$ cat config.mk
export PLATFORM = sky130hd
export DESIGN_NAME = hpd_detect
export DESIGN_NICKNAME = d
export VERILOG_FILES = /design/src/source/aux_pkg.sv /design/src/source/hpd_detect.sv
export SDC_FILE = /design/constraint.sdc
export NUM_CORES = 1
export LEC_CHECK = 0
export ABC_AREA = 1
export BUFFER_PORTS_ARGS = -buffer_cell sky130_fd_sc_hd__buf_2
export CAP_MARGIN = 10
export CORE_AREA = 2 2 39 41
export CTS_BUF_LIST = sky130_fd_sc_hd__clkbuf_16
export DETAILED_ROUTE_END_ITERATION = 6
export DIE_AREA = 0 0 41 43
export PLACE_DENSITY = 0.55
export SYNTH_ARGS = -nofsm -noshare
export SYNTH_HDL_FRONTEND = slang
export SYNTH_SLANG_ARGS = --single-unit
$ cat constraint.sdc
create_clock -name clk -period 1.9 [get_ports clk]
set_clock_uncertainty 0.2 [all_clocks]
set_input_delay 0.095 -clock clk [delete_from_list [all_inputs] [get_ports clk]]
set_output_delay 0.095 -clock clk [all_outputs]
set_load 0.05 [all_outputs]
$ cat src/source/aux_pkg.sv
package aux_pkg;

    // ========================================
    // Request and reply encodings
    // ========================================

    // Native request opcodes, added to AUX_HDR_CMD_BASE in the header
    typedef enum logic [1:0] {
        CMD_WRITE = 2'b00,
        CMD_READ  = 2'b01
    } aux_cmd_e;

    // Reply code taken from the upper nibble of the first reply byte
    typedef enum logic [1:0] {
        ACK_ACK   = 2'b00,
        ACK_NACK  = 2'b01,
        ACK_DEFER = 2'b10
    } aux_ack_e;

    typedef enum logic {
        OWNER_SPM = 1'b0,
        OWNER_LPM = 1'b1
    } aux_owner_e;

    // 38-bit native request, len is byte count minus one
    typedef struct packed {
        aux_cmd_e    cmd;
        logic [19:0] address;
        logic [7:0]  len;
        logic [7:0]  data;
    } aux_req_t;

    // ========================================
    // State machines
    // ========================================

    typedef enum logic [1:0] {
        IDLE,
        SEND,
        WAIT_REPLY,
        DONE
    } ctrl_state_e;

    // Encoder idle state is prefixed, IDLE already belongs to the control FSM
    typedef enum logic [1:0] {
        ENC_IDLE,
        HEADER,
        PAYLOAD
    } enc_state_e;

    // ========================================
    // Timing and retry limits
    // ========================================

    localparam int AUX_MAX_RETRY     = 3;
    localparam int AUX_REPLY_TIMEOUT = 32;
    localparam int HPD_PLUG_CYCLES   = 20;
    localparam int HPD_IRQ_MIN       = 4;
    localparam int HPD_IRQ_MAX       = 10;
    localparam int AUX_HDR_CMD_BASE  = 8;

    // Header is command/address, address, address, length
    localparam int AUX_HDR_BYTES = 4;

    // Counter widths
    localparam int AUX_RETRY_W = $clog2(AUX_MAX_RETRY + 1);
    localparam int AUX_TIMER_W = $clog2(AUX_REPLY_TIMEOUT);
    localparam int HPD_CNT_W   = $clog2(HPD_PLUG_CYCLES + 1);

endpackage

$ cat src/source/hpd_detect.sv
module hpd_detect import aux_pkg::*; (
    input  logic clk,
    input  logic rst_n,
    input  logic hpd_signal,
    output logic hpd_detect,
    output logic hpd_irq
);

    logic [1:0]           hpd_sync;
    logic                 level_q;
    logic [HPD_CNT_W-1:0] run_cnt;
    logic                 irq_width;

    // Width of the low run that just ended
    assign irq_width = (run_cnt >= HPD_CNT_W'(HPD_IRQ_MIN)) &&
                       (run_cnt <= HPD_CNT_W'(HPD_IRQ_MAX));

    always_ff @(posedge clk) begin
        if (!rst_n) begin
            hpd_sync   <= '0;
            level_q    <= 1'b0;
            run_cnt    <= '0;
            hpd_detect <= 1'b0;
            hpd_irq    <= 1'b0;
        end else begin
            hpd_sync <= {hpd_sync[0], hpd_signal};
            level_q  <= hpd_sync[1];
            hpd_irq  <= 1'b0;
            if (hpd_sync[1] != level_q) begin
                run_cnt <= HPD_CNT_W'(1);
                // Rising edge closes a low pulse
                if (hpd_sync[1] && irq_width && hpd_detect) begin
                    hpd_irq <= 1'b1;
                end
            end else if (run_cnt != HPD_CNT_W'(HPD_PLUG_CYCLES)) begin
                run_cnt <= run_cnt + 1'b1;
                if (run_cnt == HPD_CNT_W'(HPD_PLUG_CYCLES - 1)) begin
                    hpd_detect <= hpd_sync[1];
                end
            end
        end
    end

endmodule

# Yosys cells after proc, flatten, opt, wreduce, memory -nomap -nowiden
# Cells that the tools add are included.
dict set report op_classes {
  bitwise_logic 2
  shifts 0
  mux 3
  n_reduce_logical 7
  div 0
  n_eq_ne 3
  addsub 1
  n_lt_le_gt_ge 2
  multipliers 0
}
# op n
set ops {}
lappend ops {{$add 5x1->5 const B} 1}
lappend ops {{$eq 5x5->1 const B} 1}
lappend ops {{$ge 5x3->1 const B} 1}
lappend ops {{$le 5x4->1 const B} 1}
lappend ops {{$ne 5x5->1 const B} 1}
lappend ops {{$logic_and 1x1->1} 3}
lappend ops {{$mux 1} 3}
lappend ops {{$reduce_and 3->1} 1}
lappend ops {{$not 1->1} 2}
lappend ops {{$reduce_and 2->1} 1}
lappend ops {{$reduce_bool 2->1} 1}
lappend ops {{$reduce_or 2->1} 1}
lappend ops {{$ne 1x1->1} 1}
dict set report totals {
  latchBits 0
  out_inout_bits 2
  regBits 10
  elab_cells 24
  mem_bits_rw 0
  n_memories 0
  rom_bits 0
}

# Logic depth before layout (Yosys ltp)
# Gate-level depths: netlist of run 1.
dict set report depth {
  word_depth 5
  mapped_depth 9
}

# Least setup slack after synthesis of run 1
# Ideal clock, no wire load.
dict set report synth_timing {
  kind {register to register}
  start {register run_cnt[0]}
  end {register run_cnt[0]}
  path_stages_with_launch 9
  path_buffers 0
  period_less_slack_ns 1.213
  t_arrival_ns 0.904
  path_slack_ns 0.687
  setup_ns 0.109
  cell_sequence {dfxtp_1 > inv_1 > ha_1 > nand2_1 > inv_2 > nand3_1 > nand3_1 > nand2_1 > inv_1}
}
dict set report synth_via {
  elab_chain_len 3
  word_cells_on_any_way 5
  classes_between {add/sub (1); eq/ne (1); mux (2); reduce/logical (1)}
}
# element line_no
set synth_rtl {}
lappend synth_rtl {{from (decl)} hpd_detect.sv:11} ;# logic [HPD_CNT_W-1:0] run_cnt;
lappend synth_rtl {{from (signal assigned)} hpd_detect.sv:36} ;# run_cnt <= run_cnt + 1'b1;
lappend synth_rtl {{$add 5x1->5} hpd_detect.sv:36}
lappend synth_rtl {{$mux 1} hpd_detect.sv:35} ;# end else if (run_cnt != HPD_CNT_W'(HPD_PLUG_CYCLES)) begin
lappend synth_rtl {{$mux 1} hpd_detect.sv:29} ;# if (hpd_sync[1] != level_q) begin
# Several ways; a longest one is shown, not always the timed one. The select of a mux whose other input is x is not followed.
# A chain may end at the register's enable or synchronous reset.

# Worst setup path in the final report of run 1
dict set report layout_timing {
  start {input port rst_n}
  end {register hpd_sync[0]}
}
# element line_no
set layout_rtl {}
lappend layout_rtl {{from (decl)} hpd_detect.sv:3} ;# input logic rst_n,
lappend layout_rtl {{to (signal assigned)} hpd_detect.sv:26} ;# hpd_sync <= {hpd_sync[0], hpd_signal};
lappend layout_rtl {{to (decl)} hpd_detect.sv:9} ;# logic [1:0] hpd_sync;
# No word-level cell between the ends.

==> results of run 1 <==
==> worst max-delay path: stages <==
cell and delay (ns):
dlygate4sd3_1 0.53, buf_2 0.16, nand2_1 0.06, dlygate4sd3_1 0.54, inv_1 0.04
==> placed cells by master (no fill, tap or decap) <==
| cell | count |
|---|---|
| nand4_1 | 2 |
| dfxtp_1 | 10 |
| inv_1 | 10 |
| nand2_2 | 2 |
| a21oi_1 | 5 |
| nor2_1 | 4 |
| nand2_1 | 15 |
| nor2_2 | 1 |
| xor2_1 | 1 |
| nor3_1 | 1 |
| dlygate4sd3_1 | 3 |
| a31oi_1 | 1 |
| inv_2 | 3 |
| ha_1 | 2 |
| or2_0 | 1 |
| buf_2 | 4 |
| clkinv_1 | 1 |
| clkbuf_16 | 3 |
| nand3_1 | 6 |
==> layer usage <==
layer,track usage [%],vias to the layer above
met1,15.16,184
met4,14.00,0
li1,-,222
met5,0,-
met3,6.283,4
met2,17.50,7
==> path summary, 6_finish.rpt <==
check | slack, ns | cells after the start | from | to
max | 0.41 | 5 | rst_n | hpd_sync[0]
min | 0.22 | 2 | hpd_sync[0] | hpd_sync[1]
max reg2reg | 0.60 | 9 | run_cnt[0] | run_cnt[0]
min reg2reg | 0.22 | 2 | hpd_sync[0] | hpd_sync[1]
==> cells by family (layout without fill, tap and decap cells) <==
logic type	count (synthesis)	count (layout)	synth area share [%]
simple gates	32	32	30.66
fa+ha+maj	2	2	5.332
xor+xnor	1	1	1.867
compound gates	6	6	6.667
flops	10	10	42.67
buf+inv	14	24	12.80
==> repair_timing <==
item / in CTS / in global routing
setup endpoints to repair: 0 / 0
setup buffers: 0 / 0
hold endpoints to repair: 6 / 0
hold buffers: 3 / 0
==> sequential cells by signal (all words and copies together), names as in the netlist <==
| signal | cells |
|---|---|
| level_q | 1 |
| hpd_irq | 1 |
| run_cnt | 5 |
| hpd_detect | 1 |
| hpd_sync | 2 |
==> cell type report <==
class / count / area (µm²)
fillers: 141 / 777.0
flip-flops and latches: 10 / 200.2
repair buffers: 7 / 50.05
inverters: 13 / 48.80
multi-input cells: 41 / 209.0
clock inverters: 1 / 3.754
well taps: 16 / 20.02
clock buffers: 3 / 75.07
==> where the power goes <==
| group | switching [mW] | internal, mW | total, mW |
|---|---|---|---|
| sequential | 0.00638 | 0.219 | 0.225 |
| clock | 0.100 | 0.276 | 0.376 |
| combinational | 0.0200 | 0.0160 | 0.0360 |
| total | 0.127 | 0.510 | 0.637 |
==> summary.md, run 1 <==
| Metric | Value |
|---|---|
| Outcome | complete, no violations |
| DR WL met2 | 366 µm |
| PwrDens | 1050 mW/mm² |
| RSZ-0062 raised after global routing | no |
| Post-DP HPWL | 607.1 µm |
| Number of nets with antenna violations after routing | 0 |
| Placement Setup Slack | 0.6082 ns |
| Tot Pwr | 637.2 µW |
| Cell Area, Synth | 469.2 µm² |
| Core area | 0.001384 mm² |
| Most frequent cell after synthesis | nand2_1 |
| Design area | 606.8 µm² |
| Total number of vias | 417 |
| First-pass GRT wire length | 1511 µm |
| Yosys cell types | 16 |
| Die Y | 43 µm |
| Row cnt | 14 |
| Slew Viols, Final | 0 |
| Final Cycle Share | 78.25% |
| Top cell type by total area after synthesis | dfxtp_1 |
| Clk Latency, worst-skew pair | 0.24 ns |
| Final GP Congestion | 0.7989 |
| Die width | 41 µm |
| Worst-path clk slew | 0.04 ns |
| YS warnings | 0 |
| F_max | 672.6 MHz |
| Dpl cells | 84 |
| Max-slew headroom | 83.39% |
| Leakage | 0.2807 nW |
| Die ar. | 0.001763 mm² |
| Peak supply drop | 0.4610 mV |
| Crit path arrival time | 1.42 ns |
| Async set or reset register ratio after synthesis | 0% |
| Met1 WL | 389 µm |
| Syn-to-layout area delta | 29.33% |
| Num ports | 5 |
| Number of CTS-inserted buffers | 3 |
| Starting density of the core | 33.91% |
| Setup TNS | 0 ns |
| Seq/Total Area, Yosys | 42.67% |
| Share of layout cells above drive strength 1 | 17.33% |
| Hold WC Path Type | reg -> reg |
| Commonest cells in the synthesized netlist | nand2_1 (15), dfxtp_1 (10), inv_1 (10) |
| # H-tree levels | 1 |
| Cells after synthesis | 65 |
| Final setup vio count | 0 |
| Ys flop type | dfxtp_1 |
| Post-synth EDFFs | 0 |
| Clk buf depth | 2 |
| Peak fanout along the critical path | 8 |
| Worst setup SP type | primary input |
| Synth area leaders | dfxtp_1 (43%), nand2_1 (12%), inv_1 (8.0%) |
| Final WL | 845 µm |
| Sink Count | 10 |
| WP data required | 1.84 ns |
| Critical Path Sink Type | flop |
| Port Buffer Count | 4 |
| Final Util | 43.85% |
| Worst slew pin tran | 0.2509 ns |
| Nets | 81 |
| Max-Cap Viols | 0 |
| Syn Nets | 70 |
| Residual DRC | 0 |
| Vias in the first global route | 386 |
| Initial DRC count | 6 |
| Crit path time final | 1.487 ns |
| Post-synth top area share | 42.67% |
| CTS root buf | clkbuf_16 |
| Final Hold Vio Count | 0 |
| Top sig layer | met4 |
| Largest net degree at the start of global routing | 9 |
| Avg WL per Cell | 9.286 µm |
| Setup WS post-layout | 0.4132 ns |
| DRT Pass-1 Iters | 3 |
| CP Class | in -> reg |
| Syn_area_per_cell | 7.218 µm² |
| Final hold slack | 0.2232 ns |
| Antenna violations before repair | 0 |
| Final Non-Filler Cells | 91 |
| Grt total ovfl | 0 |
| Vias/cell | 4.582 |
| Antenna diode instance count | 0 |
| CTS tree | built |
| Yosys reg bits | 10 |
| DP Area | 498.0 µm² |
| GRT Util Overall | 13.67% |
| Post-cts repair resize count | 0 |
| Met3 WL | 48 µm |
No activity file was read; power rests on OpenSTA's default activity.
==> run 2, diff against run 1 <==
==> constraint.sdc (replaced) <==
create_clock -name clk -period 1.4 [get_ports clk]
set_clock_uncertainty 0.2 [all_clocks]
set_input_delay 0.07 -clock clk [delete_from_list [all_inputs] [get_ports clk]]
set_output_delay 0.07 -clock clk [all_outputs]
set_load 0.05 [all_outputs]
==> summary.md, run 2 (synthesized netlist as in run 1, its figures left out) <==
| Metric | Value |
|---|---|
| Max-Cap Viols | 0 (unchanged) |
| DP Area | 498.0 µm² (unchanged) |
| Starting density of the core | 33.91% (unchanged) |
| Final Util | 43.22% (-0.63 points) |
| # H-tree levels | 1 (unchanged) |
| Fill count | 144 (+2.1%) |
| Hold WC Path Type | reg -> reg |
| Setup TNS | 0 ns (unchanged) |
| Largest registers | run_cnt: 5 flops, hpd_sync: 2 flops |
| Num ports | 5 (unchanged) |
| Peak fanout along the critical path | 4 (-4) |
| Residual DRC | 0 (unchanged) |
| GRT Util Overall | 12.79% (-0.88 points) |
| Outcome | complete, no violations |
| Critical Path Sink Type | flop |
| Commonest non-fill, non-tap cell in the layout | nand2_1 |
| Area of the multi-input gates | 209.0 µm² (unchanged) |
| Number of CTS-inserted buffers | 3 (unchanged) |
| Initial DRC count | 11 (+5) |
| Post-DP HPWL | 603.9 µm (-0.53%) |
| WP data required | 1.37 ns (-0.47 ns) |
| Max-slew headroom | 83.52% (+0.12 points) |
| Worst slew pin tran | 0.2490 ns (-0.001878 ns) |
| Nets | 80 (-1.2%) |
| Slew Viols, Final | 0 (unchanged) |
| Leakage | 0.2780 nW (-0.93%) |
| F_max | 787.9 MHz |
| Max reg flops | 5 (unchanged) |
| Crit path arrival time | 1.24 ns (-0.18 ns) |
| Sink Count | 10 (unchanged) |
| Final hold slack | 0.2235 ns (+0.0002180 ns) |
| Design area | 598.1 µm² (-1.4%) |
| CTS tree | built |
| CTS root buf | clkbuf_16 |
| Row cnt | 14 (unchanged) |
| Avg WL per Cell | 9.378 µm (+0.99%) |
| PwrDens | 1442 mW/mm² (+37%) |
| Clk buf depth | 2 (unchanged) |
| Final WL | 844 µm (-0.12%) |
| Final Hold Vio Count | 0 (unchanged) |
| Syn-to-layout area delta | 27.47% |
| Largest net degree at the start of global routing | 9 (unchanged) |
| Postcts setup bufs | 0 (unchanged) |
| Final Cycle Share | 90.66% |
| Antenna diode instance count | 0 (unchanged) |
| Die width | 41 µm (unchanged) |
| Antenna violations before repair | 0 (unchanged) |
| Grt total ovfl | 0 (unchanged) |
| DRT Pass-1 Iters | 4 (+1) |
| Worst setup SP type | flop |
| Total number of vias | 397 (-4.8%) |
| Vias in the first global route | 358 (-7.3%) |
| Vias/cell | 4.411 (-3.7%) |
| Most flop-heavy register | run_cnt |
| RSZ-0062 raised after global routing | no |
| Final setup vio count | 0 (unchanged) |
| Share of layout cells above drive strength 1 | 18.92% (+1.6 points) |
| First-pass GRT wire length | 1435 µm (-5.0%) |
| Reg area | 201.4 µm² (+0.62%) |
| Die Y | 43 µm (unchanged) |
| Core area | 0.001384 mm² (unchanged) |
| Port Buffer Count | 4 (unchanged) |
| CP Class | reg -> reg |
| Crit path time final | 1.269 ns |
| Worst-path clk slew | 0.04 ns (about the same) |
| Final GP Congestion | 0.7824 (-2.1%) |
| Number of nets with antenna violations after routing | 0 (unchanged) |
| Most frequent cells in the layout | nand2_1 (15), inv_1 (10), dfxtp_1 (9), nand3_1 (6), a21oi_1 (5) |
| Die ar. | 0.001763 mm² (unchanged) |
| Clk Latency, worst-skew pair | 0.24 ns (about the same) |
| Peak supply drop | 0.7511 mV (+63%) |
[run 2: cell count changes in the layout (fill, tap and decap cells not counted)]
cell	previous run	this run
dfxtp_2	0	1
dlygate4sd3_1	3	2
dfxtp_1	10	9
[run 2: critical path: stages, from the launching register on]
cell and delay (ns):
dfxtp_1 0.36, ha_1 0.23, nand2_1 0.11, nor2_1 0.10, nand3_1 0.07, a21oi_1 0.12
[run 2: worst paths after layout]
path / from / to / slack (ns) / cells after the start
worst min-delay path: hpd_sync[0] / hpd_sync[1] / 0.22 / 2
worst min register to register: hpd_sync[0] / hpd_sync[1] / 0.22 / 2
worst max-delay path: run_cnt[1] / hpd_detect / 0.13 / 5
worst max register to register: run_cnt[1] / hpd_detect / 0.13 / 5
[run 2: per-layer routing]
layer / GRT usage (%) / vias to the layer above / wire length [µm]
li1: - / 221 / -
met1: 16.56 / 170 / 439
met2: 15.31 / 4 / 379
met3: 6.283 / 2 / 18
met4: 10.00 / 0 / 6
met5: 0 / - / 0
[run 2: timing repair]
| item | CTS | global route |
|---|---|---|
| endpoints found under the setup margin | 0 | 3 |
| hold endpoints to repair | 6 | 0 |
| resized for setup | 0 | 1 |
| hold buffers | 2 | 0 |
[run 2: area by class of cell]
cell class | instances | area share, %
inverters | 13 | 8.159
multi-input cells | 41 | 34.94
clock buffers | 3 | 12.55
repair buffers | 6 | 6.695
clock inverters | 1 | 0.6276
well taps | 16 | 3.347
flip-flops and latches | 10 | 33.68
[run 2: per-stage QoR]
stage	power, mW	setup WS, ns	std cells
after floorplan	0.3442	0.1869	65
after global placement	0.3513	0.1200	84
after detailed placement	0.3532	0.1083	84
after CTS	0.8747	0.09682	90
after global routing	0.8981	0.01453	90
final	0.8625	0.1307	90
[run 2: power by group]
group / internal (mW) / switching [mW]
Combinational: 0.0198 / 0.0265
Clock: 0.375 / 0.136
Sequential: 0.297 / 0.00892
Total: 0.691 / 0.171
