[config.mk]
export PLATFORM = sky130hd
export DESIGN_NAME = native_message_encoder
export DESIGN_NICKNAME = d
export VERILOG_FILES = /design/src/source/aux_pkg.sv /design/src/source/native_message_encoder.sv
export SDC_FILE = /design/constraint.sdc
export NUM_CORES = 1
export LEC_CHECK = 0
export ABC_AREA = 0
export BUFFER_PORTS_ARGS = -buffer_cell sky130_fd_sc_hd__buf_2
export CORE_UTILIZATION = 37
export CTS_CLUSTER_SIZE = 40
export DETAILED_ROUTE_END_ITERATION = 12
export PLACE_DENSITY_LB_ADDON = 0.15
export SLEW_MARGIN = 20
export SYNTH_ARGS = -nofsm -noshare
export SYNTH_HDL_FRONTEND = slang
export SYNTH_SLANG_ARGS = --single-unit
[constraint.sdc]
create_clock -name clk -period 1.6 [get_ports clk]
set_clock_uncertainty 0.2 [all_clocks]
set_input_delay 0.16 -clock clk [delete_from_list [all_inputs] [get_ports clk]]
set_output_delay 0.16 -clock clk [all_outputs]
set_load 0.005 [all_outputs]
[src/source/aux_pkg.sv]
package aux_pkg;

    // ========================================
    // Request and reply encodings
    // ========================================

    // Native request opcodes, added to AUX_HDR_CMD_BASE in the header
    typedef enum logic [1:0] {
        CMD_WRITE = 2'b00,
        CMD_READ  = 2'b01
    } aux_cmd_e;

    // Reply code taken from the upper nibble of the first reply byte
    typedef enum logic [1:0] {
        ACK_ACK   = 2'b00,
        ACK_NACK  = 2'b01,
        ACK_DEFER = 2'b10
    } aux_ack_e;

    typedef enum logic {
        OWNER_SPM = 1'b0,
        OWNER_LPM = 1'b1
    } aux_owner_e;

    // 38-bit native request, len is byte count minus one
    typedef struct packed {
        aux_cmd_e    cmd;
        logic [19:0] address;
        logic [7:0]  len;
        logic [7:0]  data;
    } aux_req_t;

    // ========================================
    // State machines
    // ========================================

    typedef enum logic [1:0] {
        IDLE,
        SEND,
        WAIT_REPLY,
        DONE
    } ctrl_state_e;

    // Encoder idle state is prefixed, IDLE already belongs to the control FSM
    typedef enum logic [1:0] {
        ENC_IDLE,
        HEADER,
        PAYLOAD
    } enc_state_e;

    // ========================================
    // Timing and retry limits
    // ========================================

    localparam int AUX_MAX_RETRY     = 3;
    localparam int AUX_REPLY_TIMEOUT = 32;
    localparam int HPD_PLUG_CYCLES   = 20;
    localparam int HPD_IRQ_MIN       = 4;
    localparam int HPD_IRQ_MAX       = 10;
    localparam int AUX_HDR_CMD_BASE  = 8;

    // Header is command/address, address, address, length
    localparam int AUX_HDR_BYTES = 4;

    // Counter widths
    localparam int AUX_RETRY_W = $clog2(AUX_MAX_RETRY + 1);
    localparam int AUX_TIMER_W = $clog2(AUX_REPLY_TIMEOUT);
    localparam int HPD_CNT_W   = $clog2(HPD_PLUG_CYCLES + 1);

endpackage

[src/source/native_message_encoder.sv]
module native_message_encoder import aux_pkg::*; (
    input  logic       clk,
    input  logic       rst_n,
    input  logic       tx_start,
    input  aux_req_t   tx_req,
    output logic [7:0] tx_byte,
    output logic       tx_byte_vld,
    output logic       tx_done
);

    enc_state_e state;
    logic [2:0] byte_idx;
    logic [3:0] cmd_nibble;
    logic       last_hdr;

    assign cmd_nibble = 4'(AUX_HDR_CMD_BASE) + {2'b00, tx_req.cmd};
    assign last_hdr   = (byte_idx == 3'(AUX_HDR_BYTES - 1));

    // Byte select, request stays stable for the whole frame
    always_comb begin
        case (byte_idx)
            3'd0:    tx_byte = {cmd_nibble, tx_req.address[19:16]};
            3'd1:    tx_byte = tx_req.address[15:8];
            3'd2:    tx_byte = tx_req.address[7:0];
            3'd3:    tx_byte = tx_req.len;
            default: tx_byte = tx_req.data;
        endcase
    end

    // ========================================
    // Frame sequencing
    // ========================================

    always_ff @(posedge clk) begin
        if (!rst_n) begin
            state       <= ENC_IDLE;
            byte_idx    <= '0;
            tx_byte_vld <= 1'b0;
            tx_done     <= 1'b0;
        end else begin
            tx_done <= 1'b0;
            case (state)
                ENC_IDLE: begin
                    if (tx_start) begin
                        byte_idx    <= '0;
                        tx_byte_vld <= 1'b1;
                        state       <= HEADER;
                    end
                end
                HEADER: begin
                    if (!last_hdr) begin
                        byte_idx <= byte_idx + 1'b1;
                    end else if (tx_req.cmd == CMD_WRITE) begin
                        // Single data byte follows the length
                        byte_idx <= byte_idx + 1'b1;
                        state    <= PAYLOAD;
                    end else begin
                        tx_byte_vld <= 1'b0;
                        tx_done     <= 1'b1;
                        state       <= ENC_IDLE;
                    end
                end
                PAYLOAD: begin
                    tx_byte_vld <= 1'b0;
                    tx_done     <= 1'b1;
                    state       <= ENC_IDLE;
                end
                default: begin
                    tx_byte_vld <= 1'b0;
                    state       <= ENC_IDLE;
                end
            endcase
        end
    end

endmodule

Word level (Yosys, flattened, before mapping)
Cells that the tools add are included.
{"block": "totals", "reg_bits": 7, "latch_bits": 0, "mem_bits_rw": 0, "romBits": 0, "inputBits": 41, "word_cells": 38, "n_memories": 0}
{"block": "op_classes", "n_addsub": 2, "n_mul": 0, "n_div": 0, "n_lt_le_gt_ge": 0, "eq_ne": 9, "shifts": 0, "mux": 16, "bitwise": 0, "reduce_logical": 7}
{"operator": "$pmux W8 S4", "count": 1}
{"operator": "$mux W3", "count": 3}
{"operator": "$eq A3 B2 Y1 const B", "count": 2}
{"operator": "$mux W2", "count": 3}
{"operator": "$ne A2 B2 Y1 const B", "count": 3}
{"operator": "$pmux W3 S2", "count": 1}
{"operator": "$reduce_and A3 Y1", "count": 2}
{"operator": "$mux W1", "count": 5}
{"operator": "$add A4 B2 Y4 const A", "count": 1}
{"operator": "$logic_not A2 Y1", "count": 2}
{"operator": "$pmux W1 S2", "count": 2}
{"operator": "$pmux W2 S2", "count": 1}
{"operator": "$add A3 B1 Y3 const B", "count": 1}
{"operator": "$eq A3 B1 Y1 const B", "count": 1}
{"operator": "$logic_not A3 Y1", "count": 1}
{"operator": "$ne A3 B3 Y1 const B", "count": 1}
{"operator": "$eq A2 B1 Y1 const B", "count": 1}
{"operator": "$eq A2 B2 Y1 const B", "count": 1}
{"operator": "$reduce_and A2 Y1", "count": 1}
{"operator": "$reduce_bool A2 Y1", "count": 1}

Depth between registers and ports, before layout
Gate-level depths: netlist (run 1).
{"block": "logic_depth", "depth_word": 4, "mapped_depth": 7, "depth_no_buf": 5}

Least setup slack after synthesis (run 1)
Ideal clock, no wire load.
{"block": "synth_path", "kind": "register -> output", "start": "reg byte_idx[2]", "end": "out tx_byte[0]", "t_arrival_ns": 1.367, "slack_ns": -0.127, "stages_incl_launch_ff": 8, "cell_sequence": "dfxtp_1 -> buf_4 -> inv_1 -> ha_1 -> buf_1 -> nand2_1 -> o221ai_1 -> mux2_2"}
{"block": "synth_via", "elab_chain_cells": 2}
{"item": "from (decl)", "line_no": "native_message_encoder.sv:12", "text": "logic [2:0] byte_idx;"}
{"item": "from (signal assigned)", "line_no": "native_message_encoder.sv:52", "text": "byte_idx <= byte_idx + 1'b1;"}
{"item": "from (signal assigned)", "line_no": "native_message_encoder.sv:55", "text": "byte_idx <= byte_idx + 1'b1;"}
{"item": "$eq A3 B2 Y1, or another cell as far along", "line_no": "native_message_encoder.sv:21", "text": "case (byte_idx)"}
{"item": "$pmux W8 S4 (*)", "line_no": "native_message_encoder.sv:21"}
{"item": "to (decl)", "line_no": "native_message_encoder.sv:6", "text": "output logic [7:0] tx_byte,"}
Every way passes the cells marked *; elsewhere a longest branch is shown, timed or not.

Final worst setup path (run 1)
{"block": "layout_path", "start": "reg byte_idx[1]", "end": "out tx_byte[7]"}
The elaborated chain is that of the path after synthesis.

==> results.toml, run 1 <==
[clock_network]
htreeDepth = 1
cts_root_buffer = "clkbuf_4"
cts_tree = "yes"
clock_path_buffers = 2
path_clk_slew_ns = 0.06
clk_latency_ns = 0.25
cts.sinks = 7
cts-buffers-inserted = 3

[timing]
worstMarginPinSlew_ns = 0.396
grt_setup_unrepaired = "true"
setup_tns_ns = -4.03
setup_ws_ns = -0.462
slew_violations = 0
final-hold-violation-count = 0
period_share_pct = 129
period_needed_ns = 2.06
slew-limit-headroom_pct = 73.6
setup_violations = 14
fmax_mhz = 485

[global_route]
gr-usage-all-layers_pct = 18.5
antenna_found_initial = 0
grt_max_degree = 10
top_usage_layer = "met2"
met1_usage_pct = 22.0
globalRouteOverflowTotal = 0
grt_first_pass_wirelength_um = 3070
use_met2_pct = 35.1
grt_pass1_vias = 761
met3_usage_pct = 2.59

[die]
dieArea_um2 = 2320
initial_core_util_pct = 39.7
fp.coreArea_um2 = 1980
rows = 16
die_h_um = 48.1
io_pins = 51
die_x_um = 48.1

[setup_path]
reg2reg_to = "byte_idx[1]"
r2r_start = "byte_idx[0]"
cpMaxStageDelayCell = "dfxtp_4"
crit_arrival_ns = 1.70
cpPeakStageDelay_ns = 0.37
crit_type = "flop to output port"
crit_buf_inv = 2
crit_path_max_fanout = 4
cp.required_ns = 1.24
cp-end-kind = "output port"
path_common_cell = "ha_2"
crit_chain = "ha_2, ha_2, o21bai_4, buf_4, mux2_2, buf_2"
rrSetupSlack_ns = -0.14
rr_worst_depth = 7
cp_top_family = "adder cells"
start_kind = "flop"

[placed_design]
place_area_um2 = 1140
dpl.hpwl_um = 1730
gp_congestion = 0.773
place_ws_ns = -0.302
portBuffers = 50
dpl.cell_count = 178

[worst_hold_path]
whs_path_depth = 3
min_path_type = "input pin to flop"
min_to = "state[0]"
min_from = "tx_start"

[yosys]
syn_area_um2 = 787
synth_cells = 94
synth.distinct_cells = 26
synth_nets = 144
ys_seq_elements = 7
seq_area_frac_synth_pct = 17.8
yosysWarnings = 0
syn_area_per_cell_um2 = 8.37

[power_and_ir_drop]
cellPowerDensity_nw_per_um2 = 489
peakVddDrop_uv = 394
p_leak_nw = 0.635

[detailed_routing]
drc = 0
dr_total_vias = 933
dr.first_iter.drc_count = 7
wl_per_cell_um = 11.8
ant_nets = 0
drt-pass1-iter-count = 4
routed_wl_um = 2210
via_per_inst = 4.99

[layout]
n_antenna_cell = 0
syn2layout_area_growth_pct = 65.0
drive_above_1_share_pct = 62.5
layout.cells.most_common_list = "buf_2, buf_4, inv_1"
fillers = 162
final_common_cell = "buf_2"
postLayoutCellArea_um2 = 1300
stdcell_count = 187
fin_nets = 211

[run_status]
status = "finished, violations left"
failed_checks = "setup timing"

[job]
cap_violations = 0
tightest hold or removal path, delay by kind of cell:
| kind | cells | cell delay (ns) |
|---|---|---|
| AO/OA/AOI/OAI | 2 | 0.18 |
| buffers and inverters | 1 | 0.13 |
layout make-up:
type	instances	area, um2	area share, %
multi-input combinational	68	653	50.3
timing repair buffer	67	384	29.6
sequential	7	149	11.5
inverter	14	52.6	4.05
clock buffer	4	26.3	2.02
tap	27	33.8	2.60
synthesized netlist by cell type (all sizes together):
cell type,n,share of area (%)
mux2,8,11
dfxtp,7,18
a21boi,1,0.95
nand2b,3,2.4
o211a,3,3.8
a21oi,6,3.8
nor3,1,2.1
mux2i,1,1.3
o21ai,4,2.5
o211ai,2,1.9
a22oi,6,5.7
nand2,9,4.3
a21o,1,0.95
a211oi,2,1.9
buf,5,4.4
o221ai,6,6.7
inv,14,6.7
o21bai,1,2.4
nand4,2,1.6
nand3b,2,1.9
ha,9,14
nand4b,1,1.1
worst max-delay path by stage:
stage,from,endpoint,slack [ns],depth (start not counted)
2_1_floorplan,byte_idx[1],tx_byte[2],-0.06,6
3_3_place_gp,byte_idx[0],tx_byte[5],-0.26,6
3_5_place_dp,byte_idx[0],tx_byte[1],-0.30,7
4_1_cts,byte_idx[1],tx_byte[0],-0.45,7
5_1_grt,byte_idx[1],tx_byte[4],-0.53,6
6_report,byte_idx[1],tx_byte[7],-0.46,6
per-stage QoR:
stage	hold WS [ns]	total power, mW	utilization (%)
after floorplan	0.0934	0.335	-
after global placement	0.219	0.432	57.6
after detailed placement	0.225	0.435	57.6
after CTS	0.0803	0.626	63.6
after global routing	0.0602	0.680	65.5
final	0.0518	0.635	65.5
cell families after synthesis:
kind of cell | count (synthesis) | share of synthesized area (%)
buffers and inverters | 19 | 11.1
flip-flops | 7 | 17.8
AO/OA/AOI/OAI | 32 | 30.7
AND/OR/NAND/NOR | 18 | 13.4
multiplexers | 9 | 12.7
adder cells (fa/ha/maj) | 9 | 14.3
flip-flops by register name, indices dropped and copies added (netlist names):
register,flops
tx_byte_vld,1
byte_idx,3
tx_done,1
state,2
layer usage:
metal | wire (um) | vias to the layer above
met5 | 0 | -
met4 | 5 | 0
met3 | 135 | 2
met2 | 1100 | 35
met1 | 961 | 420
li1 | - | 476
timing repair:
action,4_1_cts,5_1_grt
hold buffers,1,0
setup buffers,4,0
endpoints found under the setup margin,15,14
gates resized for setup,12,8
pin swaps,7,4
hold endpoints to repair,2,0
power breakdown:
part / internal (mW) / total, mW / switching, mW / leakage (nW)
logic: 0.165 / 0.283 / 0.118 / 0.561
clock network: 0.0954 / 0.165 / 0.0692 / 0.0150
registers: 0.181 / 0.188 / 0.00677 / 0.0590
total: 0.441 / 0.635 / 0.194 / 0.635
Note: power is estimated with default switching activity, not from simulation.
==> run 2, diff against run 1 <==
Settings changed: CORE_UTILIZATION 37 to 41.
Clock period 1.6 ns to 2.1 ns, I/O delays scaled along.
==> run 2 against run 1 <==
- sequential share of layout area grew 0.40 points
- highest routed layer is now met3
- global-route usage grew 3.2 points
- the flow still finishes with violations (setup timing)
- non-clock buffer count is 12 lower
- worst hold slack worse by 0.032 ns
- first-iteration DRC count fell by 14%
==> results.toml, run 2 (synthesized netlist as in run 1, its figures left out) <==
[run_status]
status = "finished, violations left"
failed_checks = "setup timing"

[placed_design]
place_area_um2 = 1040
portBuffers = 50
dpl.cell_count = 165
place_ws_ns = 0.0499
gp_congestion = 0.857
dpl.hpwl_um = 1540

[layout]
fin_nets = 199
stdcell_count = 173
postLayoutCellArea_um2 = 1240
top_register = "byte_idx"
layout.cells.most_common_list = "buf_2, inv_1, nand2_1"
drive_above_1_share_pct = 56.1
final_util_pct = 70.6
largest_reg_flops = 3
syn2layout_area_growth_pct = 58.2
n_antenna_cell = 0
final_common_cell = "buf_2"
largest_registers = "byte_idx (3), state (2)"

[timing]
period_share_pct = 101
fmax_mhz = 470
setup_ws_ns = -0.0287
setup_violations = 6
final-hold-violation-count = 0
slew-limit-headroom_pct = 70.6
worstMarginPinSlew_ns = 0.437
period_needed_ns = 2.13
slew_violations = 0
grt_setup_unrepaired = "true"
setup_tns_ns = -0.111
worst_hold_slack_ns = 0.0193

[die]
dieArea_um2 = 2100
rows = 15
io_pins = 51
die_h_um = 45.8
die_x_um = 45.8
fp.coreArea_um2 = 1760
initial_core_util_pct = 44.6

[detailed_routing]
via_per_inst = 5.14
dr_total_vias = 890
routed_wl_um = 2120
dr.first_iter.drc_count = 6
wl_per_cell_um = 12.3
drt-pass1-iter-count = 4
drc = 0
ant_nets = 0

[global_route]
grt_pass1_vias = 751
antenna_found_initial = 0
globalRouteOverflowTotal = 0
grt_first_pass_wirelength_um = 3230
gr-usage-all-layers_pct = 21.6
grt_max_degree = 13

[setup_path]
cp.required_ns = 1.69
rrSetupSlack_ns = 0.40
crit_arrival_ns = 1.72
crit_path_max_fanout = 5
start_kind = "flop"
crit_type = "flop to output port"
cp-end-kind = "output port"

[clock_network]
cts-buffers-inserted = 3
cts_root_buffer = "clkbuf_4"
cts.sinks = 7
cts_tree = "yes"
clk_latency_ns = 0.25
htreeDepth = 1
path_clk_slew_ns = 0.06
clock_path_buffers = 2

[power_and_ir_drop]
power_mw = 0.484
cellPowerDensity_nw_per_um2 = 389
p_leak_nw = 0.597
peakVddDrop_uv = 478

[job]
cap_violations = 0

[worst_hold_path]
min_path_type = "input pin to flop"
-- run 2: repair_timing --
item                                    4_1_cts  5_1_grt
endpoints found under the hold margin         0        0
pin swaps                                     5       10
setup buffers                                 3        1
endpoints found under the setup margin        8        8
hold buffers                                  0        0
resized for setup                            21        8
-- run 2: worst paths after layout --
check        cells after the start        start     endpoint
min                              2        rst_n  tx_byte_vld
max                              7  byte_idx[0]   tx_byte[0]
min reg2reg                      1  tx_byte_vld  tx_byte_vld
max reg2reg                      5  byte_idx[0]  tx_byte_vld
-- run 2: critical path: stages (launching register included) --
cell and delay (ns):
dfxtp_4 0.40, inv_6 0.05, ha_4 0.18, buf_12 0.13, a22oi_1 0.18, o221ai_1 0.12
mux2_2 0.27, buf_2 0.12
-- run 2: routing by layer --
metal | GRT usage [%] | wire length [um] | vias up
met5 | 0 | 0 | -
met4 | 3.53 | 0 | 0
met3 | 7.14 | 138 | 0
met2 | 36.3 | 1080 | 36
met1 | 27.2 | 902 | 400
li1 | - | - | 454
-- run 2: area by class of cell --
cell class / count / area [um2]
inverter: 14 / 60.1
multi-input combinational: 68 / 654
sequential: 7 / 148
fill: 159 / 519
tap: 25 / 31.3
clock buffer: 4 / 26.3
timing repair buffer: 55 / 325
-- run 2: power by group --
part / switching, mW / total [mW] / internal, mW
combinational: 0.0865 / 0.215 / 0.128
clock: 0.0508 / 0.123 / 0.0726
sequential: 0.00759 / 0.146 / 0.138
total: 0.145 / 0.484 / 0.339
==> run 3, diff against run 2 <==
--- a/constraint.sdc
+++ b/constraint.sdc
@@ -4,2 +4,2 @@
 set_output_delay 0.21 -clock clk [all_outputs]
-set_load 0.005 [all_outputs]
+set_load 0.1 [all_outputs]
==> run 3 against run 2 <==
- the flow still finishes with violations (setup timing)
- global-route usage grew 1.9 points
- worst hold slack gained 0.0042 ns
- clock-buffer cell count is the same
- largest power group unchanged
- non-clock buffer count grew 4
- via count grew 5.3%
==> results.toml, run 3 (synthesized netlist as in run 1, its figures left out) <==
[run_status]
status = "finished, violations left"
failed_checks = "setup timing"

[clock_network]
clk_latency_ns = 0.25
clock_path_buffers = 2
path_clk_slew_ns = 0.05
cts-buffers-inserted = 3
cts.sinks = 7
cts_root_buffer = "clkbuf_4"
htreeDepth = 1
cts_tree = "yes"

[placed_design]
dpl.hpwl_um = 1740
dpl.cell_count = 169
portBuffers = 50
gp_congestion = 0.847

[timing]
worst_hold_slack_ns = 0.0235
setup_ws_ns = -0.149
worstMarginPinSlew_ns = 0.484
grt_setup_unrepaired = "true"
final-hold-violation-count = 0
slew_violations = 0
fmax_mhz = 445
slew-limit-headroom_pct = 67.9
setup_violations = 8
setup_tns_ns = -0.984
period_share_pct = 107
period_needed_ns = 2.25

[detailed_routing]
dr_total_vias = 937
drt-pass1-iter-count = 4
routed_wl_um = 2350
via_per_inst = 5.29
ant_nets = 0
dr.first_iter.drc_count = 15
drc = 0
wl_per_cell_um = 13.3

[layout]
syn2layout_area_growth_pct = 75.7
final_common_cell = "buf_2"
fin_nets = 203
largest_registers = "byte_idx (3), state (2)"
layout.cells.most_common_list = "buf_2, inv_1, nand2_1, buf_12, mux2_4"
final_util_pct = 78.4
largest_reg_flops = 3
stdcell_count = 177
fillers = 142
drive_above_1_share_pct = 56.6
n_antenna_cell = 0
top_register = "byte_idx"

[setup_path]
r2r_start = "byte_idx[0]"
reg2reg_to = "tx_byte_vld"
crit_path_max_fanout = 5
crit_start = "byte_idx[0]"
crit_arrival_ns = 1.84
cp-endpoint = "tx_byte[2]"
rr_worst_depth = 6
crit_type = "flop to output port"
start_kind = "flop"
cp-end-kind = "output port"
cp.required_ns = 1.69
rrSetupSlack_ns = 0.30

[die]
io_pins = 51
rows = 15
die_x_um = 45.8
initial_core_util_pct = 44.6
fp.coreArea_um2 = 1760
die_h_um = 45.8
dieArea_um2 = 2100

[power_and_ir_drop]
p_seq_share_pct = 19.4
switching_share_pct = 44.8
p_sw_mw = 0.334
power_mw = 0.746
comb_power_share_pct = 64.2
internal_power_mw = 0.412
peakVddDrop_uv = 523
clock_power_share_pct = 16.3
cellPowerDensity_nw_per_um2 = 539
p_leak_nw = 0.681

[global_route]
grt_pass1_vias = 868
gr-usage-all-layers_pct = 23.6
grt_max_degree = 13
globalRouteOverflowTotal = 0
antenna_found_initial = 0
grt_first_pass_wirelength_um = 3590

[job]
cap_violations = 0

[worst_hold_path]
min_path_type = "input pin to flop"
run 3: through the flow:
stage	setup WS, ns	instance area, um2
floorplan	0.0735	787
global placement	0.0640	1190
detailed placement	0.0279	1190
CTS	-0.119	1340
global route	-0.194	1380
finish	-0.149	1380
run 3: timing repair:
item	in CTS	in global routing
hold buffers	0	0
hold endpoints to repair	0	0
resized for setup	21	9
buffers inserted	4	0
pin swaps	5	8
endpoints found under the setup margin	8	8
gates cloned	0	0
run 3: power by group through the flow:
stage          registers (mW)  clock network (mW)  logic [mW]
2_1_floorplan           0.161                   0       0.263
3_3_place_gp            0.146                   0       0.430
3_5_place_dp            0.146                   0       0.435
4_1_cts                 0.145               0.126       0.467
5_1_grt                 0.146               0.135       0.500
6_report                0.145               0.122       0.479
run 3: cell type report:
type / instances / area, um2 / share of cell area (%)
Timing Repair Buffer: 59 / 458 / 33.1
Tap cell: 25 / 31.3 / 2.26
Multi-Input combinational cell: 68 / 664 / 48.1
Clock buffer: 4 / 26.3 / 1.90
Inverter: 14 / 55.1 / 3.98
Sequential cell: 7 / 148 / 10.7
run 3: worst min-delay path by stage:
stage / startpoint / to / slack, ns / cells after the start
CTS: rst_n / tx_byte_vld / 0.02 / 2
global route: rst_n / tx_byte_vld / 0.03 / 2
detailed placement: rst_n / tx_byte_vld / 0.27 / 2
finish: rst_n / tx_byte_vld / 0.02 / 2
floorplan: rst_n / tx_byte_vld / 0.14 / 1
global placement: rst_n / tx_byte_vld / 0.27 / 2
run 3: layer usage:
metal,routed length (um),GRT usage [%]
met5,0,0
met4,7,2.35
met3,137,6.35
met2,1240,43.4
met1,969,27.8
run 3: worst max-delay path, cell delays in order (launching register included):
cell,delay [ns]
dfxtp_4,0.40
inv_4,0.06
ha_4,0.17
buf_4,0.16
a22oi_1,0.21
o221ai_1,0.13
mux2_4,0.29
buf_12,0.17
