==> src/source/aux_pkg.sv <==
package aux_pkg;

    // ========================================
    // Request and reply encodings
    // ========================================

    // Native request opcodes, added to AUX_HDR_CMD_BASE in the header
    typedef enum logic [1:0] {
        CMD_WRITE = 2'b00,
        CMD_READ  = 2'b01
    } aux_cmd_e;

    // Reply code taken from the upper nibble of the first reply byte
    typedef enum logic [1:0] {
        ACK_ACK   = 2'b00,
        ACK_NACK  = 2'b01,
        ACK_DEFER = 2'b10
    } aux_ack_e;

    typedef enum logic {
        OWNER_SPM = 1'b0,
        OWNER_LPM = 1'b1
    } aux_owner_e;

    // 38-bit native request, len is byte count minus one
    typedef struct packed {
        aux_cmd_e    cmd;
        logic [19:0] address;
        logic [7:0]  len;
        logic [7:0]  data;
    } aux_req_t;

    // ========================================
    // State machines
    // ========================================

    typedef enum logic [1:0] {
        IDLE,
        SEND,
        WAIT_REPLY,
        DONE
    } ctrl_state_e;

    // Encoder idle state is prefixed, IDLE already belongs to the control FSM
    typedef enum logic [1:0] {
        ENC_IDLE,
        HEADER,
        PAYLOAD
    } enc_state_e;

    // ========================================
    // Timing and retry limits
    // ========================================

    localparam int AUX_MAX_RETRY     = 3;
    localparam int AUX_REPLY_TIMEOUT = 32;
    localparam int HPD_PLUG_CYCLES   = 20;
    localparam int HPD_IRQ_MIN       = 4;
    localparam int HPD_IRQ_MAX       = 10;
    localparam int AUX_HDR_CMD_BASE  = 8;

    // Header is command/address, address, address, length
    localparam int AUX_HDR_BYTES = 4;

    // Counter widths
    localparam int AUX_RETRY_W = $clog2(AUX_MAX_RETRY + 1);
    localparam int AUX_TIMER_W = $clog2(AUX_REPLY_TIMEOUT);
    localparam int HPD_CNT_W   = $clog2(HPD_PLUG_CYCLES + 1);

endpackage

==> src/source/reply_decoder.sv <==
module reply_decoder import aux_pkg::*; (
    input  logic       clk,
    input  logic       rst_n,
    input  logic [7:0] rx_byte,
    input  logic       rx_byte_vld,
    output aux_ack_e   reply_ack,
    output logic       reply_ack_vld,
    output logic [7:0] reply_data,
    output logic       reply_data_vld
);

    // Set between frames, cleared by the ack byte
    logic first_byte;

    always_ff @(posedge clk) begin
        if (rx_byte_vld && first_byte) begin
            // Reply code sits in bits 5:4 of the upper nibble
            reply_ack <= aux_ack_e'(rx_byte[5:4]);
        end
        if (rx_byte_vld && !first_byte) begin
            reply_data <= rx_byte;
        end
    end

    // ========================================
    // Frame tracking
    // ========================================

    always_ff @(posedge clk) begin
        if (!rst_n) begin
            first_byte     <= 1'b1;
            reply_ack_vld  <= 1'b0;
            reply_data_vld <= 1'b0;
        end else begin
            reply_ack_vld  <= rx_byte_vld && first_byte;
            reply_data_vld <= rx_byte_vld && !first_byte;
            if (!rx_byte_vld) begin
                first_byte <= 1'b1;
            end else begin
                first_byte <= 1'b0;
            end
        end
    end

endmodule

==> config.mk <==
export PLATFORM = sky130hd
export DESIGN_NAME = reply_decoder
export DESIGN_NICKNAME = d
export VERILOG_FILES = /design/src/source/aux_pkg.sv /design/src/source/reply_decoder.sv
export SDC_FILE = /design/constraint.sdc
export NUM_CORES = 1
export LEC_CHECK = 0
export ABC_CLOCK_PERIOD_IN_PS = 2000
export BUFFER_PORTS_ARGS = -buffer_cell sky130_fd_sc_hd__buf_2
export CAP_MARGIN = 30
export CORE_AREA = 2 2 39 41
export CTS_CLUSTER_DIAMETER = 120
export DETAILED_ROUTE_END_ITERATION = 6
export DIE_AREA = 0 0 41 43
export GPL_TIMING_DRIVEN = 0
export HOLD_SLACK_MARGIN = 0.12
export PLACE_DENSITY = 0.55
export SYNTH_ARGS = -nofsm -noshare
export SYNTH_HDL_FRONTEND = slang
export SYNTH_SLANG_ARGS = --single-unit
==> constraint.sdc <==
create_clock -name clk -period 2 [get_ports clk]
set_clock_uncertainty 0.2 [all_clocks]
set_input_delay 0.5 -clock clk [delete_from_list [all_inputs] [get_ports clk]]
set_output_delay 0.5 -clock clk [all_outputs]
set_load 0.005 [all_outputs]
* After elaboration in Yosys (flattened, before gate mapping)
Index checks and enable logic that the tools add are counted.
Cells by class: reductions and logical operators 3, multiplexer cells 1
Operators by type and width (number):
- $logic_and A1 B1 Y1 | 2
- $logic_not A1 Y1 | 1
- $mux W1 | 1
Storage, ports and cells: register bits after elaboration 13, output and inout bits 12

* Depth between registers and ports, before layout
Gate-level depths: netlist (run 1).
depth in word-level cells 2, mapped depth 1

* Worst setup path before layout (run 1)
Ideal clock, no wire load.
path kind input to register, from input rx_byte_vld, to register reply_data[0] (enable), library setup time 0.309 ns, path slack 0.785 ns, path buffers 0, stages on the path 1, arrival time 0.707 ns, data required time 1.491 ns, cell sequence and2b_2
On the way: cells in the longest elaborated chain, start to end 1
RTL lines:
- start, declared | RTL line reply_decoder.sv:5 | input logic rx_byte_vld,
- $logic_and A1 B1 Y1 | RTL line reply_decoder.sv:20 | if (rx_byte_vld && !first_byte) begin
- end signal, assigned | RTL line reply_decoder.sv:21 | reply_data <= rx_byte;
- end, declared | RTL line reply_decoder.sv:8 | output logic [7:0] reply_data,
Every way passes these cells. A chain may end at the register's enable or synchronous reset.

* Final worst setup path (run 1)
from register reply_data[1], to output reply_data[1]
No word-level cell between the ends.

==> results of run 1 <==
-- state kept, by name, indices dropped and copies added (netlist names) --
name	count
reply_ack_vld	1
first_byte	1
reply_data_vld	1
reply_ack	2
reply_data	8
-- metrics by stage --
stage	setup slack, ns	util	instance area, sq um	hold WS (ns)
finish	0.525	0.401	554	0.206
CTS	0.504	0.401	554	0.196
global placement	0.642	0.382	528	0.320
detailed placement	0.612	0.382	528	0.336
floorplan	0.785	-	398	0.302
global route	0.478	0.401	554	0.190
-- synth_stat cells --
| cell | count | share of area |
|---|---|---|
| sky130_fd_sc_hd__and2_2 | 1 | 0.019 |
| sky130_fd_sc_hd__and2b_2 | 1 | 0.022 |
| sky130_fd_sc_hd__and3_2 | 1 | 0.019 |
| sky130_fd_sc_hd__and3b_2 | 1 | 0.025 |
| sky130_fd_sc_hd__dfxtp_1 | 3 | 0.15 |
| sky130_fd_sc_hd__edfxtp_1 | 10 | 0.75 |
| sky130_fd_sc_hd__nand2_1 | 1 | 0.0094 |
-- cells by family (layout without fill, tap and decap cells) --
| kind of cell | after synthesis | after routing | synth area share |
|---|---|---|---|
| flops | 13 | 13 | 0.906 |
| simple gates | 5 | 5 | 0.0943 |
| buf+inv | 0 | 26 | 0 |
-- layer usage --
metal | vias up | track usage | routed length [um]
li1 | 117 | - | -
met1 | 110 | 0.0761 | 262
met2 | 17 | 0.163 | 364
met3 | 0 | 0.0366 | 85
met4 | 0 | 0.0800 | 0
met5 | - | 0 | 0
-- placed cells by master (no fill, tap or decap), drive strengths merged --
cell type  count
and2           1
and2b          1
and3           1
and3b          1
buf           22
clkbuf         4
dfxtp          3
edfxtp        10
nand2          1
-- power by group --
part | internal (mW) | switching [mW] | leakage, nW
clock network | 0.0771 | 0.0783 | 0.0150
logic | 0.0150 | 0.0119 | 0.112
registers | 0.301 | 0.00238 | 0.117
-- area by class of cell --
cell class / count / area, sq um
repair buffers: 22 / 110
well taps: 16 / 20.0
multi-input cells: 5 / 37.5
fillers: 130 / 830
clock buffers: 4 / 26.3
flip-flops and latches: 13 / 360
-- worst min path at each step --
stage	end	slack (ns)	depth (start not counted)
final	reply_data[2]	0.21	1
after global routing	reply_data[3]	0.19	1
after CTS	reply_data[2]	0.20	1
after detailed placement	reply_ack_vld	0.34	1
after global placement	reply_ack_vld	0.32	1
after floorplan	reply_ack_vld	0.30	1
==> reports/metrics.yaml, run 1 <==
final_max_slew_viol_count: 0
worstSetupEndpoint: "reply_data[1]"
hold_viol_final: 0
p_leak_nw: 0.245
timing.final.crit_share: 0.737
detailroute.via_count: 244
path_cells: "buf_2"
first_iter_violations: 1
post_synth_inst_count: 18
cp.depth: 1
dpl.cell_count: 56
regToRegSetupSlack_ns: 0.86
count_of_instances_resized_after_the_clock_tree_is_built: 0
critical-path-slowest-cell: "sky130_fd_sc_hd__edfxtp_1"
die_width_um: 41
timing_worst_slew_pin_value_ns: 0.182
clock_latency_ns: 0.27
worst_hold_startpoint: "rx_byte[2]"
synth.yosys.warnings: 0
route.detailed.drc: 0
crit_path_end_kind: "output port"
critPathRequiredTime_ns: 1.30
core_region_area_sq_mm: 0.00138
detailed_routing_iterations_pass_1: 2
grt_setup_unrepaired: "no"
n_antenna_cell: 0
final_cells: 60
seq_area_frac_synth: 0.906
io-pin-count: 23
cp_slowest_stage_delay_ns: 0.37
cellPowerDensity_mw_per_mm2: 876
routed_wire_length_per_instance_um: 11.9
total_power_mw: 0.486
synth_area_sq_um: 398
floorplan.initialDensity: 0.288
achievable-frequency_mhz: 678
clock_tree.htree_level_count: 1
totalWireLength_um: 711
r2r-start: "first_byte"
netlist-cell-type-count: 7
final_nets: 56
setup-violations-final: 0
timing.max_cap.violations: 0
synth_fp_nets: 29
result_of_the_run: "finished clean"
cts.clk_slew.worst_paths_ns: 0.07
grt_max_degree: 9
gr-total-overflow: 0
grt_pass1_vias: 268
total_of_buffers_placed_on_input_and_output_ports: 22
cts_made_buffers: 3
timing.critical_path.max_delay_family: "flip-flops"
clock-sinks: 13
post_synth.cell_area_avg_sq_um: 22.1
die_height_um: 43
drtAntennaViolNets: 0
fp-row-count: 14
worstSetupStartpoint: "reply_data[1]"
finalSetupTns_ns: 0
globalRouteTotalUtil: 0.0955
period_needed_ns: 1.47
clock_tree.root_cell: "sky130_fd_sc_hd__clkbuf_4"
irDropWorstVdd_mv: 0.313
cts_tree: "built"
drive_gt1_frac: 0.659
synth.ff_latch_count: 13
min-delay-path-class: "primary input to flop"
postCtsSetupRepairBufs: 0
grt_pass1_wl_um: 1040
area_delta_synth_final_pct: 39.3
place.gp.congestion: 0.522
floorplan.die_area_sq_mm: 0.00176
critical_path_buf_inv_count: 1
worst_slew_margin_rel: 0.879
number_of_vias_per_cell: 4.07
r2r-end: "reply_data[6]"
worstSetupStartpointType: "flop"
critPathArrivalTime_ns: 0.77
grt_antenna_before_repair: 0
clk_path_buf_depth: 2
r2r.worst_path.cells: 1
cts.hold.buffers_added: 0
critPathMaxFanout: 1
crit_path_kind: "flop to output port"
Power figures use the tool's default switching activity.
==> inputs of run 2 (changes only) <==
--- a/config.mk
+++ b/config.mk
@@ -5,7 +5,7 @@
 export SDC_FILE = /design/constraint.sdc
 export NUM_CORES = 1
 export LEC_CHECK = 0
-export ABC_CLOCK_PERIOD_IN_PS = 2000
+export ABC_CLOCK_PERIOD_IN_PS = 1290
 export BUFFER_PORTS_ARGS = -buffer_cell sky130_fd_sc_hd__buf_2
 export CAP_MARGIN = 30
 export CORE_AREA = 2 2 39 41
@@ -14,7 +14,7 @@
 export DIE_AREA = 0 0 41 43
 export GPL_TIMING_DRIVEN = 0
 export HOLD_SLACK_MARGIN = 0.12
-export PLACE_DENSITY = 0.55
+export PLACE_DENSITY = 0.57
 export SYNTH_ARGS = -nofsm -noshare
 export SYNTH_HDL_FRONTEND = slang
 export SYNTH_SLANG_ARGS = --single-unit
==> constraint.sdc (replaced) <==
create_clock -name clk -period 1.29 [get_ports clk]
set_clock_uncertainty 0.2 [all_clocks]
set_input_delay 0.3225 -clock clk [delete_from_list [all_inputs] [get_ports clk]]
set_output_delay 0.3225 -clock clk [all_outputs]
set_load 0.005 [all_outputs]
==> reports/metrics.yaml, run 2 (synthesized netlist as in run 1, its figures left out) <==
result_of_the_run: "finished clean"
critPathArrivalTime_ns: 0.76  # about the same
clock-sinks: 13  # unchanged
place.gp.congestion: 0.534  # +2.2%
floorplan.initialDensity: 0.288  # unchanged
top_regs: "reply_data (8), reply_ack (2)"
drive_gt1_frac: 0.537  # -0.122
totalWireLength_um: 749  # +5.3%
clock_tree.htree_level_count: 1  # unchanged
crit_path_kind: "flop to output port"
detailed_routing_iterations_pass_1: 3  # +1
final_design_area_no_fill_sq_um: 654  # +18%
critPathRequiredTime_ns: 0.77  # -0.53 ns
cts_made_buffers: 3  # unchanged
period_needed_ns: 1.28
gr-total-overflow: 0  # unchanged
path_cells: "buf_2"
detailroute.via_count: 281  # +15%
timing_worst_slew_pin_value_ns: 0.186  # +0.00342 ns
fill_cells: 128  # -1.5%
setup-violations-final: 0  # unchanged
hold_viol_final: 0  # unchanged
grt_pass1_vias: 286  # +6.7%
largest_register_ff_count: 8  # unchanged
grt_pass1_wl_um: 1060  # +1.9%
dpl-instance-area_sq_um: 528  # unchanged
cellPowerDensity_mw_per_mm2: 1170  # +34%
final_nets: 66  # +18%
first_iter_violations: 1  # unchanged
cts.clk_slew.worst_paths_ns: 0.07  # about the same
number_of_vias_per_cell: 4.01  # -1.3%
cp_slowest_stage_delay_ns: 0.37  # about the same
holdWs_ns: 0.151  # -0.0546 ns
cts_tree: "built"
timing.max_cap.violations: 0  # unchanged
achievable-frequency_mhz: 780
grt_max_degree: 9  # unchanged
irDropWorstVdd_mv: 0.535  # +71%
regToRegSetupSlack_ns: 0.15  # -0.71 ns
die_height_um: 43  # unchanged
n_antenna_cell: 0  # unchanged
globalRouteTotalUtil: 0.0983  # +0.00278
die_width_um: 41  # unchanged
total_of_buffers_placed_on_input_and_output_ports: 22  # unchanged
fp-row-count: 14  # unchanged
timing.final.crit_share: 0.994
worst_slew_margin_rel: 0.876  # -0.00228
drtAntennaViolNets: 0  # unchanged
final_max_slew_viol_count: 0  # unchanged
largest-register: "reply_data"
area_delta_synth_final_pct: 64.5
grt_setup_unrepaired: "yes"
grt_antenna_before_repair: 0  # unchanged
layout.cells.most_common: "sky130_fd_sc_hd__buf_2"
core_region_area_sq_mm: 0.00138  # unchanged
critical_path_buf_inv_count: 1  # unchanged
final_cell_mix: "22 x sky130_fd_sc_hd__buf_2, 10 x sky130_fd_sc_hd__dlygate4sd3_1, 10 x sky130_fd_sc_hd__edfxtp_1"
critPathMaxFanout: 1  # unchanged
routed_wire_length_per_instance_um: 10.7  # -9.7%
clock_tree.root_cell: "sky130_fd_sc_hd__clkbuf_4"
p_leak_nw: 0.286  # +17%
route.detailed.drc: 0  # unchanged
clk_path_buf_depth: 2  # unchanged
io-pin-count: 23  # unchanged
min-delay-path-class: "primary input to flop"
floorplan.die_area_sq_mm: 0.00176  # unchanged
worstSetupStartpointType: "flop"
crit_path_end_kind: "output port"
clock_latency_ns: 0.26  # about the same
timing.critical_path.max_delay_family: "flip-flops"
critical-path-slowest-cell: "sky130_fd_sc_hd__edfxtp_1"
==> run 2: cell types whose count changed in the layout (fill, tap and decap cells not counted), sizes merged <==
cell / previous run / this run
dlygate4sd3: 0 / 10
==> run 2: layer usage <==
layer | part of all wire | up-vias | global-route usage
li1 | - | 140 | -
met1 | 0.42 | 124 | 0.0685
met2 | 0.52 | 17 | 0.181
met3 | 0.064 | 0 | 0.0471
met4 | 0 | 0 | 0.0600
met5 | 0 | - | 0
==> run 2: what timing repair did <==
item / in CTS / in global routing
hold buffers: 10 / 0
endpoints found under the hold margin: 11 / 0
resized for setup: 0 / 0
setup buffers: 0 / 0
setup endpoints to repair: 4 / 10
==> run 2: area by class of cell <==
class	count	area, sq um	area share
sequential	13	360	0.551
timing repair buffer	32	210	0.321
multi-input combinational	5	37.5	0.0574
clock buffer	4	26.3	0.0402
tap	16	20.0	0.0306
==> run 2: power breakdown <==
| group | total, mW | switching [mW] | internal [mW] | leakage (nW) |
|---|---|---|---|---|
| clock | 0.231 | 0.111 | 0.119 | 0.0150 |
| combinational | 0.0653 | 0.0223 | 0.0429 | 0.154 |
| sequential | 0.470 | 0.00344 | 0.467 | 0.117 |
| total | 0.766 | 0.137 | 0.629 | 0.286 |
==> run 2: metrics by stage <==
stage | std cells | utilization | setup TNS [ns] | power [mW] | setup WS [ns]
finish | 70 | 0.473 | 0 | 0.766 | 0.00763
detailed placement | 56 | 0.382 | 0 | 0.523 | 0.0773
global placement | 56 | 0.382 | 0 | 0.522 | 0.0844
floorplan | 18 | - | 0 | 0.491 | 0.206
global route | 70 | 0.473 | -0.332 | 0.812 | -0.0566
CTS | 70 | 0.473 | -0.0391 | 0.786 | -0.0178
==> run 2: final timing paths <==
path,cells after the start,from,end
worst min-delay path,2,rx_byte_vld,reply_ack_vld
worst min register to register,1,first_byte,reply_ack_vld
worst max register to register,1,first_byte,reply_data[7]
worst max-delay path,1,reply_data[4],reply_data[4]
==> inputs of run 3 (changes only) <==
--- a/config.mk
+++ b/config.mk
@@ -5,9 +5,10 @@
 export SDC_FILE = /design/constraint.sdc
 export NUM_CORES = 1
 export LEC_CHECK = 0
+export ABC_AREA = 1
 export ABC_CLOCK_PERIOD_IN_PS = 1290
 export BUFFER_PORTS_ARGS = -buffer_cell sky130_fd_sc_hd__buf_2
-export CAP_MARGIN = 30
+export CAP_MARGIN = 10
 export CORE_AREA = 2 2 39 41
 export CTS_CLUSTER_DIAMETER = 120
 export DETAILED_ROUTE_END_ITERATION = 6
@@ -15,6 +16,7 @@
 export GPL_TIMING_DRIVEN = 0
 export HOLD_SLACK_MARGIN = 0.12
 export PLACE_DENSITY = 0.57
+export SKIP_LAST_GASP = 1
 export SYNTH_ARGS = -nofsm -noshare
 export SYNTH_HDL_FRONTEND = slang
 export SYNTH_SLANG_ARGS = --single-unit
==> reports/metrics.yaml, run 3 <==
n_antenna_cell: 0  # unchanged
result_of_the_run: "finished clean"
total_power_mw: 0.774  # +1.0%
die_width_um: 41  # unchanged
gr-total-overflow: 0  # unchanged
timing.max_cap.violations: 0  # unchanged
timing.final.crit_share: 0.995  # +0.00104
clk_path_buf_depth: 2  # unchanged
share_of_the_synthesized_netlist_area_taken_by_xor_and_xnor_gates: 0  # unchanged
p_leak_nw: 0.294  # +2.8%
critical_path_buf_inv_count: 1  # unchanged
drive_gt1_frac: 0.474  # -0.0634
clock-sinks: 13  # unchanged
detailed_place_hpwl_um: 507
synth-edff-count: 10  # unchanged
clock_latency_ns: 0.26  # about the same
floorplan.die_area_sq_mm: 0.00176  # unchanged
synth.ff_latch_count: 13  # unchanged
hold_viol_final: 0  # unchanged
cts_tree: "built"
crit_path_kind: "flop to output port"
first_iter_violations: 1  # unchanged
detailed_routing_iterations_pass_1: 2  # -1
final_max_slew_viol_count: 0  # unchanged
total_of_buffers_placed_on_input_and_output_ports: 22  # unchanged
largest-register: "reply_data"
achievable-frequency_mhz: 779  # -0.10%
synth_commonest_cells: "10 x sky130_fd_sc_hd__edfxtp_1, 3 x sky130_fd_sc_hd__dfxtp_1, 3 x sky130_fd_sc_hd__inv_1, 3 x sky130_fd_sc_hd__nor2_1"
detailroute.via_count: 263  # -6.4%
route.detailed.drc: 0  # unchanged
critPathRequiredTime_ns: 0.77  # about the same
largest_register_ff_count: 8  # unchanged
largest_family_of_logic_cells_by_synthesized_area: "simple AND/OR/NAND/NOR gates"
final_nets: 69  # +4.5%
timing.critical_path.max_delay_family: "flip-flops"
post_synth_inst_count: 21  # +3
irDropWorstVdd_mv: 0.503  # -5.9%
clock_tree.root_cell: "sky130_fd_sc_hd__clkbuf_4"
grt_pass1_wl_um: 1040  # -1.3%
synth.largest_area_cell: "sky130_fd_sc_hd__edfxtp_1"
final_design_area_no_fill_sq_um: 652  # -0.38%
critical-path-slowest-cell: "sky130_fd_sc_hd__edfxtp_1"
setup-violations-final: 0  # unchanged
place.gp.congestion: 0.591  # +11%
totalWireLength_um: 745  # -0.53%
synth_top_area_share: 0.764  # +0.00961
synth_area_sq_um: 393  # -1.3%
synth_fa_ha_area_frac: 0  # unchanged
area_delta_synth_final_pct: 65.9
postSynth.asyncResetShare: 0  # unchanged
fp-row-count: 14  # unchanged
die_height_um: 43  # unchanged
netlist-cell-type-count: 6  # -1
path_cells: "buf_2"
core_region_area_sq_mm: 0.00138  # unchanged
cellPowerDensity_mw_per_mm2: 1190  # +1.4%
post_synth.cell_area_avg_sq_um: 18.7  # -15%
crit_path_end_kind: "output port"
synth_simple_gate_area_share: 0.0541  # -0.0402
synth.yosys.warnings: 0  # unchanged
cts_made_buffers: 3  # unchanged
worstSetupStartpointType: "flop"
drtAntennaViolNets: 0  # unchanged
io-pin-count: 23  # unchanged
grt_pass1_vias: 262  # -8.4%
grt_max_degree: 9  # unchanged
seq_area_frac_synth: 0.917  # +0.0115
share_of_cell_area_taken_by_muxes_after_synthesis: 0  # unchanged
number_of_vias_per_cell: 3.60  # -10%
critPathMaxFanout: 1  # unchanged
dpl-instance-area_sq_um: 523  # -0.95%
min-delay-path-class: "primary input to flop"
top_regs: "reply_data (8), reply_ack (2)"
final_cell_mix: "22 x sky130_fd_sc_hd__buf_2, 10 x sky130_fd_sc_hd__dlygate4sd3_1, 10 x sky130_fd_sc_hd__edfxtp_1"
synth_area_leaders: "sky130_fd_sc_hd__edfxtp_1 76%, sky130_fd_sc_hd__dfxtp_1 15%, sky130_fd_sc_hd__inv_1 2.9%"
globalRouteTotalUtil: 0.0966  # -0.00165
synth_compound_area_frac: 0  # unchanged
cts.clk_slew.worst_paths_ns: 0.07  # about the same
period_needed_ns: 1.28  # +0.00135 ns
clock_tree.htree_level_count: 1  # unchanged
grt_antenna_before_repair: 0  # unchanged
routed_wire_length_per_instance_um: 10.2  # -4.6%
fill_cells: 132  # +3.1%
critPathArrivalTime_ns: 0.76  # about the same
synth_fp_nets: 32  # +10%
synth.most_common_cell: "sky130_fd_sc_hd__edfxtp_1"
floorplan.initialDensity: 0.284  # -0.00362
layout.cells.most_common: "sky130_fd_sc_hd__buf_2"
finish.utilization: 0.471  # -0.00181
worst_slew_margin_rel: 0.743  # -0.133
cp_slowest_stage_delay_ns: 0.36  # about the same
grt_setup_unrepaired: "yes"
timing_worst_slew_pin_value_ns: 0.385  # +0.200 ns
synth-main-ff-cell: "sky130_fd_sc_hd__edfxtp_1"
==> run 3: changes by cell type after synthesis, sizes merged <==
| cell | change |
|---|---|
| inv | +3 |
| nor2 | +3 |
| and2 | -1 |
| and2b | -1 |
| and3 | -1 |
| and3b | -1 |
| nand2 | +1 |
==> run 3: area by class of cell <==
type	instances	area, sq um	share of cell area
Sequential cell	13	360	0.553
Inverter	3	11.3	0.0173
Tap cell	16	20.0	0.0307
Timing Repair Buffer	32	210	0.322
Clock buffer	4	26.3	0.0403
Multi-Input combinational cell	5	23.8	0.0365
==> run 3: layer usage <==
| layer | routed length [um] | up-vias | track usage |
|---|---|---|---|
| met5 | 0 | - | 0 |
| met4 | 0 | 0 | 0.100 |
| met3 | 93 | 0 | 0.0314 |
| met2 | 312 | 21 | 0.138 |
| met1 | 338 | 100 | 0.101 |
| li1 | - | 142 | - |
==> run 3: report_power, final <==
part           switching, mW  leakage, nW  internal, mW
sequential           0.00429        0.117         0.467
clock                  0.119       0.0150         0.120
combinational         0.0233        0.162        0.0407
==> run 3: final timing paths <==
check,startpoint,end,slack (ns),depth (start not counted)
setup / recovery,reply_data[6],reply_data[6],0.006,1
hold / removal,rx_byte_vld,reply_ack[1],0.20,3
setup reg to reg,first_byte,reply_data[1],0.07,1
hold reg to reg,first_byte,reply_ack_vld,0.28,2
==> run 3: kinds of logic (layout without fill, tap and decap cells) <==
kind of cell           count (synthesis)  in the layout
buffers and inverters                  3             39
DFF                                   13             13
and+or+nand+nor                        5              5
==> run 3: repair_timing <==
action,in CTS,in global routing
hold buffers,10,0
setup endpoints to repair,13,10
gates resized for setup,1,0
buffers inserted,0,0
endpoints found under the hold margin,13,0
==> run 3: metrics by stage <==
stage | cells | setup TNS (ns) | setup slack [ns] | hold WS (ns)
2_1_floorplan | 21 | 0 | 0.00867 | 0.203
3_3_place_gp | 59 | -1.77 | -0.222 | 0.250
3_5_place_dp | 59 | -1.95 | -0.244 | 0.256
4_1_cts | 73 | -0.0334 | -0.00965 | 0.191
5_1_grt | 73 | -0.263 | -0.0504 | 0.217
6_report | 73 | 0 | 0.00629 | 0.198
